[config.mk]
export PLATFORM = sky130hd
export DESIGN_NAME = fcvt_top
export DESIGN_NICKNAME = d
export VERILOG_FILES = /design/src/logic/fcvt_pkg.sv /design/src/logic/int_to_float.sv /design/src/logic/float_to_int.sv /design/src/logic/fcvt_ctrl.sv /design/src/logic/fcvt_top.sv
export VERILOG_INCLUDE_DIRS = /design/src /design/src/logic
export SDC_FILE = /design/constraint.sdc
export NUM_CORES = 1
export LEC_CHECK = 0
export BUFFER_PORTS_ARGS = -buffer_cell sky130_fd_sc_hd__clkbuf_2
export CORE_ASPECT_RATIO = 0.8
export CORE_UTILIZATION = 58
export CTS_BUF_LIST = sky130_fd_sc_hd__clkbuf_8
export DETAILED_ROUTE_END_ITERATION = 7
export PLACE_DENSITY = 0.78
export SLEW_MARGIN = 30
export SYNTH_ARGS = -nofsm -noshare
export SYNTH_HDL_FRONTEND = slang
export SYNTH_SLANG_ARGS = --single-unit
[constraint.sdc]
create_clock -name clk -period 2.9 [get_ports clk]
set_clock_uncertainty 0.05 [all_clocks]
set_input_delay 0.145 -clock clk [delete_from_list [all_inputs] [get_ports clk]]
set_output_delay 0.145 -clock clk [all_outputs]
set_load 0.03 [all_outputs]
[src/logic/fcvt_macros.svh]
/* Format constants for the 32-bit integer/float conversion unit.
   IEEE-754 single precision only; the widths are not meant to be changed */
`ifndef FCVT_MACROS_SVH
`define FCVT_MACROS_SVH

// Operand and result width
`define FCVT_WORD_BITS 32

// Single-precision field layout
`define FCVT_EXP_BITS 8
`define FCVT_MAN_BITS 23
`define FCVT_EXP_BIAS 127

// Saturation words for float-to-integer
`define FCVT_INT_MAX 32'h7fffffff
`define FCVT_INT_MIN 32'h80000000

// Operation codes seen on the op input
`define FCVT_OP_I2F 1'b0
`define FCVT_OP_F2I 1'b1

`endif

[src/logic/fcvt_pkg.sv]
/* Shared vector types and FSM state encodings of the conversion unit */
`include "fcvt_macros.svh"

package fcvt_pkg;

        // Operand and result word
        typedef logic [`FCVT_WORD_BITS-1:0] word_t;

        // Biased exponent field
        typedef logic [`FCVT_EXP_BITS-1:0] exp_t;

        // Mantissa with the hidden bit in the top position
        typedef logic [`FCVT_MAN_BITS:0] man_t;

        typedef logic [0:0] op_t;

        typedef enum logic [2:0] {
                I2F_IDLE,
                I2F_CONVERT,
                I2F_NORMALIZE,
                I2F_ROUND,
                I2F_PACK
        } i2f_state_t;

        typedef enum logic [1:0] {
                F2I_IDLE,
                F2I_DECODE,
                F2I_SHIFT,
                F2I_RESULT
        } f2i_state_t;

        typedef enum logic [1:0] {
                CTRL_IDLE,
                CTRL_RUN,
                CTRL_HOLD,
                CTRL_RELEASE
        } ctrl_state_t;

endpackage

[src/logic/int_to_float.sv]
/* Signed integer to single-precision float, round to nearest even, zero gives +0.
   Takes 3 cycles for zero, otherwise 5 plus one per normalize shift (36 at most).
   A start seen while busy is ignored */
`timescale 1ns/10ps
`include "fcvt_macros.svh"

module int_to_float (
        input  logic            clk,
        input  logic            rst,
        input  logic            start,
        input  fcvt_pkg::word_t a,
        output fcvt_pkg::word_t z,
        output logic            done
);
        import fcvt_pkg::*;

        i2f_state_t state;

        word_t      a_q;
        word_t      a_abs;
        exp_t       packed_exp;

        // Working fields, unbiased exponent until packing
        logic       z_s;
        exp_t       z_e;
        man_t       z_m;
        logic [7:0] z_r;

        logic       guard;
        logic       round_bit;
        logic       sticky;

        // -2^31 negates to itself, which reads correctly as an unsigned magnitude
        assign a_abs = a_q[`FCVT_WORD_BITS-1] ? -a_q : a_q;

        assign packed_exp = z_e + exp_t'(`FCVT_EXP_BIAS);

        always_ff @(posedge clk) begin
                if (!rst) begin
                        state <= I2F_IDLE;
                        done  <= 1'b0;
                end else begin
                        done <= 1'b0;
                        case (state)
                        I2F_IDLE: begin
                                if (start) begin
                                        a_q   <= a;
                                        state <= I2F_CONVERT;
                                end
                        end

                        I2F_CONVERT: begin
                                if (a_q == '0) begin
                                        // Exponent of -bias packs to a zero field
                                        z_s   <= 1'b0;
                                        z_m   <= '0;
                                        z_e   <= exp_t'(-`FCVT_EXP_BIAS);
                                        state <= I2F_PACK;
                                end else begin
                                        z_s   <= a_q[`FCVT_WORD_BITS-1];
                                        z_e   <= exp_t'(`FCVT_WORD_BITS - 1);
                                        z_m   <= a_abs[`FCVT_WORD_BITS-1:8];
                                        z_r   <= a_abs[7:0];
                                        state <= I2F_NORMALIZE;
                                end
                        end

                        I2F_NORMALIZE: begin
                                if (!z_m[`FCVT_MAN_BITS]) begin
                                        z_e <= z_e - 1'b1;
                                        z_m <= {z_m[`FCVT_MAN_BITS-1:0], z_r[7]};
                                        z_r <= {z_r[6:0], 1'b0};
                                end else begin
                                        guard     <= z_r[7];
                                        round_bit <= z_r[6];
                                        sticky    <= (z_r[5:0] != '0);
                                        state     <= I2F_ROUND;
                                end
                        end

                        I2F_ROUND: begin
                                // On a tie the lsb of the mantissa decides
                                if (guard && (round_bit || sticky || z_m[0])) begin
                                        z_m <= z_m + 1'b1;
                                        if (z_m == '1) begin
                                                z_e <= z_e + 1'b1;
                                        end
                                end
                                state <= I2F_PACK;
                        end

                        I2F_PACK: begin
                                z     <= {z_s, packed_exp, z_m[`FCVT_MAN_BITS-1:0]};
                                done  <= 1'b1;
                                state <= I2F_IDLE;
                        end

                        default: begin
                                state <= I2F_IDLE;
                        end
                        endcase
                end
        end

endmodule

[src/logic/float_to_int.sv]
/* Single-precision float to signed integer, truncating toward zero.
   Subnormals give 0. NaN, infinities and overflow saturate and raise invalid,
   with every NaN going to the negative word */
`timescale 1ns/10ps
`include "fcvt_macros.svh"

module float_to_int (
        input  logic            clk,
        input  logic            rst,
        input  logic            start,
        input  fcvt_pkg::word_t a,
        output fcvt_pkg::word_t z,
        output logic            invalid,
        output logic            done
);
        import fcvt_pkg::*;

        f2i_state_t state;

        word_t      a_q;
        logic       a_sign;
        exp_t       a_exp;
        man_t       a_man;
        logic       a_frac_zero;
        exp_t       shift_full;

        word_t      mag;
        logic       neg;
        logic       inv_q;
        logic [4:0] shift_cnt;

        assign a_sign      = a_q[`FCVT_WORD_BITS-1];
        assign a_exp       = a_q[`FCVT_WORD_BITS-2:`FCVT_MAN_BITS];
        assign a_man       = {1'b1, a_q[`FCVT_MAN_BITS-1:0]};
        assign a_frac_zero = (a_q[`FCVT_MAN_BITS-1:0] == '0);

        // Mantissa sits at the top of the word, so the right shift is 31 minus the exponent
        assign shift_full = exp_t'(`FCVT_EXP_BIAS + `FCVT_WORD_BITS - 1) - a_exp;

        always_ff @(posedge clk) begin
                if (!rst) begin
                        state <= F2I_IDLE;
                        done  <= 1'b0;
                end else begin
                        done <= 1'b0;
                        case (state)
                        F2I_IDLE: begin
                                if (start) begin
                                        a_q   <= a;
                                        state <= F2I_DECODE;
                                end
                        end

                        F2I_DECODE: begin
                                neg   <= 1'b0;
                                inv_q <= 1'b0;
                                state <= F2I_RESULT;
                                if (a_exp == '1) begin
                                        inv_q <= 1'b1;
                                        mag   <= (a_sign || !a_frac_zero) ?
                                                 `FCVT_INT_MIN : `FCVT_INT_MAX;
                                end else if (a_exp < exp_t'(`FCVT_EXP_BIAS)) begin
                                        // Magnitude below one, subnormals included
                                        mag <= '0;
                                end else if (a_exp >= exp_t'(`FCVT_EXP_BIAS + 31)) begin
                                        if (a_sign && a_frac_zero &&
                                            a_exp == exp_t'(`FCVT_EXP_BIAS + 31)) begin
                                                mag <= `FCVT_INT_MIN;
                                        end else begin
                                                inv_q <= 1'b1;
                                                mag   <= a_sign ? `FCVT_INT_MIN : `FCVT_INT_MAX;
                                        end
                                end else begin
                                        mag       <= {a_man, 8'b0};
                                        neg       <= a_sign;
                                        shift_cnt <= shift_full[4:0];
                                        state     <= F2I_SHIFT;
                                end
                        end

                        F2I_SHIFT: begin
                                // Up to four bits per step, the bits shifted out are dropped
                                if (shift_cnt > 5'd4) begin
                                        mag       <= mag >> 4;
                                        shift_cnt <= shift_cnt - 5'd4;
                                end else begin
                                        mag   <= mag >> shift_cnt;
                                        state <= F2I_RESULT;
                                end
                        end

                        F2I_RESULT: begin
                                z       <= neg ? -mag : mag;
                                invalid <= inv_q;
                                done    <= 1'b1;
                                state   <= F2I_IDLE;
                        end

                        default: begin
                                state <= F2I_IDLE;
                        end
                        endcase
                end
        end

endmodule

[src/logic/fcvt_ctrl.sv]
/* Four-phase req/ack responder. A new req is taken only after ack has dropped,
   and result and invalid hold steady while ack is high */
`timescale 1ns/10ps
`include "fcvt_macros.svh"

module fcvt_ctrl (
        input  logic            clk,
        input  logic            rst,
        input  logic            req,
        input  fcvt_pkg::op_t   op,
        input  fcvt_pkg::word_t operand,
        output logic            ack,
        output fcvt_pkg::word_t result,
        output logic            invalid,
        output fcvt_pkg::word_t conv_operand,
        output logic            i2f_start,
        input  logic            i2f_done,
        input  fcvt_pkg::word_t i2f_z,
        output logic            f2i_start,
        input  logic            f2i_done,
        input  fcvt_pkg::word_t f2i_z,
        input  logic            f2i_invalid
);
        import fcvt_pkg::*;

        ctrl_state_t state;
        op_t         op_q;

        always_ff @(posedge clk) begin
                if (!rst) begin
                        state     <= CTRL_IDLE;
                        ack       <= 1'b0;
                        result    <= '0;
                        invalid   <= 1'b0;
                        i2f_start <= 1'b0;
                        f2i_start <= 1'b0;
                end else begin
                        i2f_start <= 1'b0;
                        f2i_start <= 1'b0;
                        case (state)
                        CTRL_IDLE: begin
                                if (req) begin
                                        op_q         <= op;
                                        conv_operand <= operand;
                                        i2f_start    <= (op == op_t'(`FCVT_OP_I2F));
                                        f2i_start    <= (op == op_t'(`FCVT_OP_F2I));
                                        state        <= CTRL_RUN;
                                end
                        end

                        CTRL_RUN: begin
                                if (op_q == op_t'(`FCVT_OP_I2F) && i2f_done) begin
                                        result  <= i2f_z;
                                        invalid <= 1'b0;
                                        ack     <= 1'b1;
                                        state   <= CTRL_HOLD;
                                end else if (op_q == op_t'(`FCVT_OP_F2I) && f2i_done) begin
                                        result  <= f2i_z;
                                        invalid <= f2i_invalid;
                                        ack     <= 1'b1;
                                        state   <= CTRL_HOLD;
                                end
                        end

                        // Stays here for as long as the requester keeps req high
                        CTRL_HOLD: begin
                                if (!req) begin
                                        ack   <= 1'b0;
                                        state <= CTRL_RELEASE;
                                end
                        end

                        CTRL_RELEASE: begin
                                state <= CTRL_IDLE;
                        end

                        default: begin
                                state <= CTRL_IDLE;
                        end
                        endcase
                end
        end

endmodule

[src/logic/fcvt_top.sv]
/* Integer/float conversion unit behind a four-phase req/ack handshake.
   op selects the direction, one request at a time */
`timescale 1ns/10ps
`include "fcvt_macros.svh"

module fcvt_top (
        input  logic            clk,
        input  logic            rst,
        input  logic            req,
        input  fcvt_pkg::op_t   op,
        input  fcvt_pkg::word_t operand,
        output logic            ack,
        output fcvt_pkg::word_t result,
        output logic            invalid
);
        import fcvt_pkg::*;

        word_t conv_operand;
        logic  i2f_start;
        logic  i2f_done;
        word_t i2f_z;
        logic  f2i_start;
        logic  f2i_done;
        word_t f2i_z;
        logic  f2i_invalid;

        fcvt_ctrl u_ctrl (
                .clk          (clk),
                .rst          (rst),
                .req          (req),
                .op           (op),
                .operand      (operand),
                .ack          (ack),
                .result       (result),
                .invalid      (invalid),
                .conv_operand (conv_operand),
                .i2f_start    (i2f_start),
                .i2f_done     (i2f_done),
                .i2f_z        (i2f_z),
                .f2i_start    (f2i_start),
                .f2i_done     (f2i_done),
                .f2i_z        (f2i_z),
                .f2i_invalid  (f2i_invalid)
        );

        // Both converters see the same captured operand, only one is started
        int_to_float u_i2f (
                .clk   (clk),
                .rst   (rst),
                .start (i2f_start),
                .a     (conv_operand),
                .z     (i2f_z),
                .done  (i2f_done)
        );

        float_to_int u_f2i (
                .clk     (clk),
                .rst     (rst),
                .start   (f2i_start),
                .a       (conv_operand),
                .z       (f2i_z),
                .invalid (f2i_invalid),
                .done    (f2i_done)
        );

endmodule

==> results of run 1 <==
==> sequential cells by signal (all words and copies together), names as in the netlist, 24 cells and up <==
name,flops
u_i2f.z_m,24
u_f2i.z,32
u_i2f.a_q,32
u_ctrl.conv_operand,32
u_f2i.mag,32
u_i2f.z,32
u_f2i.a_q,32
u_ctrl.result,32
==> Yosys cell counts (all sizes together), types with 32 or more instances <==
cell type	instances	share of area (%)
a211oi	40	2.1
edfxtp	245	51
nor2	87	2.3
xnor2	49	3.0
nand3	33	1.2
nand2	80	2.1
a22oi	32	1.7
clkbuf	50	1.3
xor2	39	2.4
dfxtp	45	6.3
o21ai	46	1.6
mux2i	64	4.5
==> cell families (layout without fill, tap and decap cells) <==
group | count (synthesis) | after routing | share of synthesized area (%)
simple gates | 330 | 330 | 11.65
flops | 290 | 290 | 57.58
compound gates | 267 | 267 | 13.74
buf+inv | 101 | 270 | 2.923
xor+xnor | 88 | 88 | 5.374
mux | 83 | 83 | 6.325
fa+ha+maj | 27 | 27 | 2.408
==> stage by stage <==
step	hold WS, ns	worst slack [ns]	total power [mW]	cells	utilization (%)
2_1_floorplan	0.1666	0.04021	6.588	1186	-
3_5_place_dp	0.2736	0.1655	7.313	1557	62.74
3_3_place_gp	0.2715	0.2248	7.255	1557	62.71
5_1_grt	0.2217	0.06871	11.09	1673	67.89
4_1_cts	0.2070	0.1607	10.66	1672	67.76
6_report	0.2297	0.1860	10.70	1673	67.89
==> timing repair <==
item / in CTS / in global routing
gates resized for setup: 0 / 3
hold endpoints to repair: 38 / 0
hold buffers: 35 / 0
setup endpoints to repair: 0 / 15
==> metal layers <==
layer | up-vias | GRT usage [%]
met2 | 667 | 43.94
met1 | 5007 | 43.02
met3 | 91 | 7.295
met4 | 0 | 9.537
met5 | - | 0
li1 | 4888 | -
==> final timing paths <==
kind	end	slack [ns]	cells after the start
setup reg to reg	u_i2f.z_e[3]$_DFFE_PP_	0.19	7
setup / recovery	u_i2f.z_e[3]$_DFFE_PP_	0.19	7
hold reg to reg	u_f2i.invalid$_DFFE_PP_	0.40	0
hold / removal	u_ctrl.conv_operand[18]$_DFFE_PP_	0.23	2
==> power by group through the flow <==
| stage | sequential, mW | clock, mW | combinational [mW] |
|---|---|---|---|
| floorplan | 5.24 | 0 | 1.35 |
| global placement | 5.35 | 0 | 1.91 |
| detailed placement | 5.36 | 0 | 1.95 |
| CTS | 5.28 | 3.39 | 1.99 |
| global route | 5.31 | 3.56 | 2.22 |
| finish | 5.29 | 3.34 | 2.06 |
==> area by class of cell <==
| type | instances | area [µm²] |
|---|---|---|
| flip-flops and latches | 290 | 8258 |
| fillers | 1743 | 7807 |
| inverters | 30 | 112.6 |
| well taps | 318 | 397.9 |
| clock inverters | 30 | 181.4 |
| multi-input cells | 795 | 5722 |
| clock buffers | 50 | 688.2 |
| repair buffers | 160 | 1145 |
==> results.tsv, run 1 <==
stage	metric	value	unit
run_status	outcome	complete, no violations	
synth	yosys_register_bits	290	
cells_and_area	most_frequent_cells_in_the_layout	245 x edfxtp_1, 84 x nor2_1, 80 x nand2_1, 69 x clkbuf_2, 64 x mux2i_1	
worst_setup_path	critical_path.endpoint_type	register	
drt	drt_pre_antenna_iters	7	
cells_and_area	mostFrequentLayoutCell	edfxtp_1	
clocking	worst_skew_pair.late_latency	0.57	ns
sta	slew_viol_final	0	
pwr	seq_power_share	49.5	%
floorplan	floorplan.core_area	0.02431	mm²
synth	post_synth_instance_area	0.01434	mm²
synth	number_of_enable_flip_flop_cells_after_synthesis	245	
worst_setup_path	critical_path.max_fanout	8	
synth	synth.net_count	1249	
global_route	wire_length_of_the_first_global_routing_pass	56.71	mm
sta	timing.final.hold_violations	0	
floorplan	floorplan.rows	51	
pwr	power_density	648.2	mW/mm²
global_route	globalRouteTotalUtil	29.68	%
cells_and_area	layout.cell_area.non_filler	0.01650	mm²
sta	slew_of_the_pin_with_the_lowest_slew_margin	0.7914	ns
drt	wl_met2	16.20	mm
floorplan	initial_utilization	58.99	%
clocking	cts_htree_levels	2	
sta	grt_setup_unrepaired	false	
sta	setup_viol_count_final	0	
worst_setup_path	start_kind	register	
floorplan	die_x	177.8	µm
synth	synth_async_sr_flop_share	0	%
pwr	power.share.combinational	19.3	%
worst_setup_path	required	3.12	ns
floorplan	top_level_ports	70	
cells_and_area	flow.area_growth_from_synthesis	15.08	%
synth	synth_warn	0	
worst_setup_path	worst_path_cell_trace	ha_1 > inv_1 > or4_1 > nor4b_2 > nand4_1 > a21oi_1 > buf_4	
floorplan	floorplan_die_height	142.6	µm
drt	route.layer.met1.wl	15.77	mm
drt	maxUsedRoutingLayer	met4	
pwr	power.leakage	5.683	nW
global_route	antenna_violations_before_repair	0	
flow_run	max-cap-violations	0	
pwr	intPower	7.532	mW
placed_design	hpwl_detailed	26.10	mm
sta	max_clock_freq	0.3685	GHz
worst_setup_path	setup.worst_path.start	u_i2f.z_m[1]$_DFFE_PP_	
clocking	cts.repair_timing.setup_buffer_count	0	
clocking	clk_pin_slew_worst_paths	0.07	ns
drt	drt_first_iter_violations	1355	
placed_design	place_area	0.01525	mm²
sta	totalNegativeSetupSlack	0	ns
pwr	p_sw_share	29.59	%
sta	post-route-period-util	93.59	%
clocking	cts_tree	built	
clocking	ctsLongestPathBuffers	3	
worst_setup_path	setup.worst_path.class	register to register	
clocking	clockRootBuffer	clkbuf_8	
drt	drtAntennaViolNets	0	
pwr	net-switching-power	3.165	mW
worst_setup_path	slowest_stage	or4_1	
synth	number_of_instances_in_the_synthesized_netlist	1186	
synth	avgSynthCellArea	12.09	µm²
cells_and_area	n_antenna_cell	0	
sta	worst_slew_margin_rel	47.07	%
pwr	clkPwrFrac	31.3	%
drt	wl_per_cell	22.09	µm
drt	postRouteWirelength	36.96	mm
drt	vias	10650	
min_path	min-delay-start	operand[18]	
pwr	vdd_ir_drop_max	0.4569	mV
synth	synth_cell_types	73	
drt	drc_errors	0	
worst_setup_path	worst_ep_arrival_time	2.93	ns
cells_and_area	fin_nets	1385	
global_route	grt.overflow.total	0	
placed_design	final_gp_congestion	1.008	
clocking	cts_sinks	290	
drt	vias_per_cell	6.368	
cells_and_area	post_route_cells_drive_above_1_share	16.75	%
worst_setup_path	timing.critical_path.max_delay_family	simple AND/OR/NAND/NOR gates	
sta	period_needed	2.714	ns
clocking	cts_inserted_buffers	45	
drt	met3WireLength	3.956	mm
worst_setup_path	critical_path.reg2reg.startpoint	u_i2f.z_m[1]$_DFFE_PP_	
worst_setup_path	cp_num_buf_inv	2	
placed_design	io_buffer_count	69	
floorplan	design.die.area	0.02536	mm²
min_path	min_path_type	input pin to register	
synth	main_flop_type_after_synthesis	edfxtp_1	
global_route	via_count_of_the_first_global_routing_pass	9923	
worst_setup_path	delay_of_the_slowest_critical_path_stage	0.69	ns
global_route	grt_start_max_net_pins	66	
synth	yosysSeqAreaShare	57.58	%
Power figures use the tool's default switching activity.
==> run 2: changes to the inputs <==
--- a/config.mk
+++ b/config.mk
@@ -8,11 +8,11 @@
 export LEC_CHECK = 0
 export BUFFER_PORTS_ARGS = -buffer_cell sky130_fd_sc_hd__clkbuf_2
 export CORE_ASPECT_RATIO = 0.8
-export CORE_UTILIZATION = 58
+export CORE_UTILIZATION = 60
 export CTS_BUF_LIST = sky130_fd_sc_hd__clkbuf_8
 export DETAILED_ROUTE_END_ITERATION = 7
-export PLACE_DENSITY = 0.78
-export SLEW_MARGIN = 30
+export PLACE_DENSITY = 0.77
+export SLEW_MARGIN = 20
 export SYNTH_ARGS = -nofsm -noshare
 export SYNTH_HDL_FRONTEND = slang
 export SYNTH_SLANG_ARGS = --single-unit
==> constraint.sdc (replaced) <==
create_clock -name clk -period 3.5 [get_ports clk]
set_clock_uncertainty 0.05 [all_clocks]
set_input_delay 0.175 -clock clk [delete_from_list [all_inputs] [get_ports clk]]
set_output_delay 0.175 -clock clk [all_outputs]
set_load 0.03 [all_outputs]
==> run 2 against run 1 <==
  * Clock power fell by 17%
  * Largest cell class unchanged
  * Sequential cell count is the same
  * Via count fell by 1.8%
  * Worst hold slack worse by 0.16 ns
  * Worst setup slack improved by 0.31 ns
  * Sequential power shrank 16%
  * First-iteration DRC count increased by 0.59%
  * Utilization rose by 1.8 points
==> results.tsv, run 2 (same netlist as run 1, synthesis figures left out) <==
stage	metric	value	unit
drt	drtAntennaViolNets	0	
global_route	grt.overflow.total	0	
floorplan	floorplan.core_area	0.02340	mm²
worst_setup_path	critical_path.max_fanout	22	
cells_and_area	mostFrequentLayoutCell	edfxtp_1	
clocking	cts.repair_timing.setup_buffer_count	0	
pwr	net-switching-power	2.566	mW
placed_design	detailedPlace.worstSlack	0.5507	ns
pwr	clkPwrFrac	31.7	%
global_route	via_count_of_the_first_global_routing_pass	9649	
cells_and_area	fin_nets	1366	
sta	max_clock_freq	0.3334	GHz
sta	totalNegativeSetupSlack	0	ns
placed_design	io_buffer_count	69	
global_route	grt_start_max_net_pins	40	
worst_setup_path	setup.worst_path.class	register to register	
sta	fin_ws	0.5007	ns
sta	setup_viol_count_final	0	
cells_and_area	finish.utilization	69.69	%
clocking	worst_skew_pair.late_latency	0.56	ns
sta	worst_slew_margin_rel	35.28	%
clocking	cts_inserted_buffers	44	
worst_setup_path	timing.critical_path.max_delay_family	simple AND/OR/NAND/NOR gates	
worst_setup_path	slowest_stage	or4_1	
pwr	power.share.combinational	17.9	%
worst_setup_path	worst_ep_arrival_time	3.21	ns
sta	period_needed	2.999	ns
run_status	outcome	complete, no violations	
sta	grt_setup_unrepaired	false	
placed_design	hpwl_detailed	25.25	mm
worst_setup_path	critical_path.endpoint_type	register	
drt	drc_errors	0	
sta	post-route-period-util	85.69	%
worst_setup_path	delay_of_the_slowest_critical_path_stage	0.65	ns
clocking	ctsLongestPathBuffers	3	
floorplan	floorplan_die_height	140.3	µm
sta	slew_viol_final	0	
cells_and_area	fin_cells	1649	
placed_design	place_area	0.01509	mm²
sta	timing.final.hold_violations	0	
pwr	p_sw_share	29.24	%
sta	slew_of_the_pin_with_the_lowest_slew_margin	0.9708	ns
cells_and_area	n_antenna_cell	0	
global_route	globalRouteTotalUtil	28.87	%
placed_design	final_gp_congestion	0.9213	
flow_run	max-cap-violations	0	
floorplan	floorplan.rows	50	
drt	vias_per_cell	6.347	
cells_and_area	flow.area_growth_from_synthesis	13.70	%
drt	drt_first_iter_violations	1363	
drt	vias	10470	
global_route	wire_length_of_the_first_global_routing_pass	54.22	mm
pwr	seq_power_share	50.4	%
clocking	cts_tree	built	
worst_setup_path	worst_path_cell_trace	nor4_1 > nand4b_1 > or4_1 > nand2_1 > o221ai_1	
clocking	cts_htree_levels	2	
floorplan	design.die.area	0.02453	mm²
clocking	clk_pin_slew_worst_paths	0.07	ns
clocking	cts.hold.buffers_added	34	
cells_and_area	post_route_cells_drive_above_1_share	15.56	%
worst_setup_path	start_kind	register	
pwr	total_power	8.777	mW
clocking	cts_sinks	290	
cells_and_area	layout.cell_area.non_filler	0.01631	mm²
floorplan	die_x	174.9	µm
sta	timing.hold.ws	0.07065	ns
drt	postRouteWirelength	35.59	mm
placed_design	numPlacedInstances	1535	
global_route	antenna_violations_before_repair	0	
cells_and_area	most_frequent_cells_in_the_layout	245 x edfxtp_1, 87 x nor2_1, 80 x nand2_1, 69 x clkbuf_2, 64 x mux2i_1	
floorplan	top_level_ports	70	
min_path	min_path_type	input pin to register	
drt	wl_per_cell	21.58	µm
pwr	power.leakage	5.561	nW
cells_and_area	layout.filler_cells	1667	
worst_setup_path	required	3.71	ns
pwr	intPower	6.210	mW
pwr	vdd_ir_drop_max	0.3420	mV
pwr	power_density	538.3	mW/mm²
drt	drt_pre_antenna_iters	8	
worst_setup_path	cp_num_buf_inv	0	
floorplan	initial_utilization	61.29	%
clocking	clockRootBuffer	clkbuf_8	
clocking	quantity_of_gates_resized_following_cts	0	
-- run 2: power groups by stage --
| stage | Clock (mW) | Sequential, mW | Combinational (mW) |
|---|---|---|---|
| 6_report | 2.78 | 4.42 | 1.57 |
| 4_1_cts | 2.81 | 4.40 | 1.54 |
| 3_3_place_gp | 0 | 4.47 | 1.48 |
| 5_1_grt | 2.96 | 4.44 | 1.70 |
| 3_5_place_dp | 0 | 4.48 | 1.50 |
| 2_1_floorplan | 0 | 4.34 | 1.12 |
-- run 2: path summary, 6_finish.rpt --
| kind | to | depth (start not counted) | startpoint | slack (ns) |
|---|---|---|---|---|
| max | u_i2f.z_m[0]$_DFFE_PP_ | 5 | u_i2f.a_q[12]$_DFFE_PP_ | 0.50 |
| min | u_f2i.done$_SDFF_PN0_ | 2 | rst | 0.07 |
| max reg2reg | u_i2f.z_m[0]$_DFFE_PP_ | 5 | u_i2f.a_q[12]$_DFFE_PP_ | 0.50 |
| min reg2reg | u_f2i.invalid$_DFFE_PP_ | 0 | u_f2i.inv_q$_SDFFCE_PP1P_ | 0.38 |
-- run 2: layout make-up --
cell class | count | area [µm²] | share of cell area [%]
Clock inverter | 33 | 226.5 | 1.389
Multi-Input combinational cell | 795 | 5693 | 34.91
Sequential cell | 290 | 8258 | 50.64
Tap cell | 312 | 390.4 | 2.394
Clock buffer | 47 | 646.9 | 3.967
Timing Repair Buffer | 142 | 978.4 | 6.001
Inverter | 30 | 112.6 | 0.6906
-- run 2: per-layer routing --
layer  GRT usage (%)  up-vias  routed length, µm
met5               0        -                  0
met4           9.153        0               1016
met3           6.569       85               3604
met2           43.27      612              15600
met1           41.86     4932              15370
li1                -     4837                  -
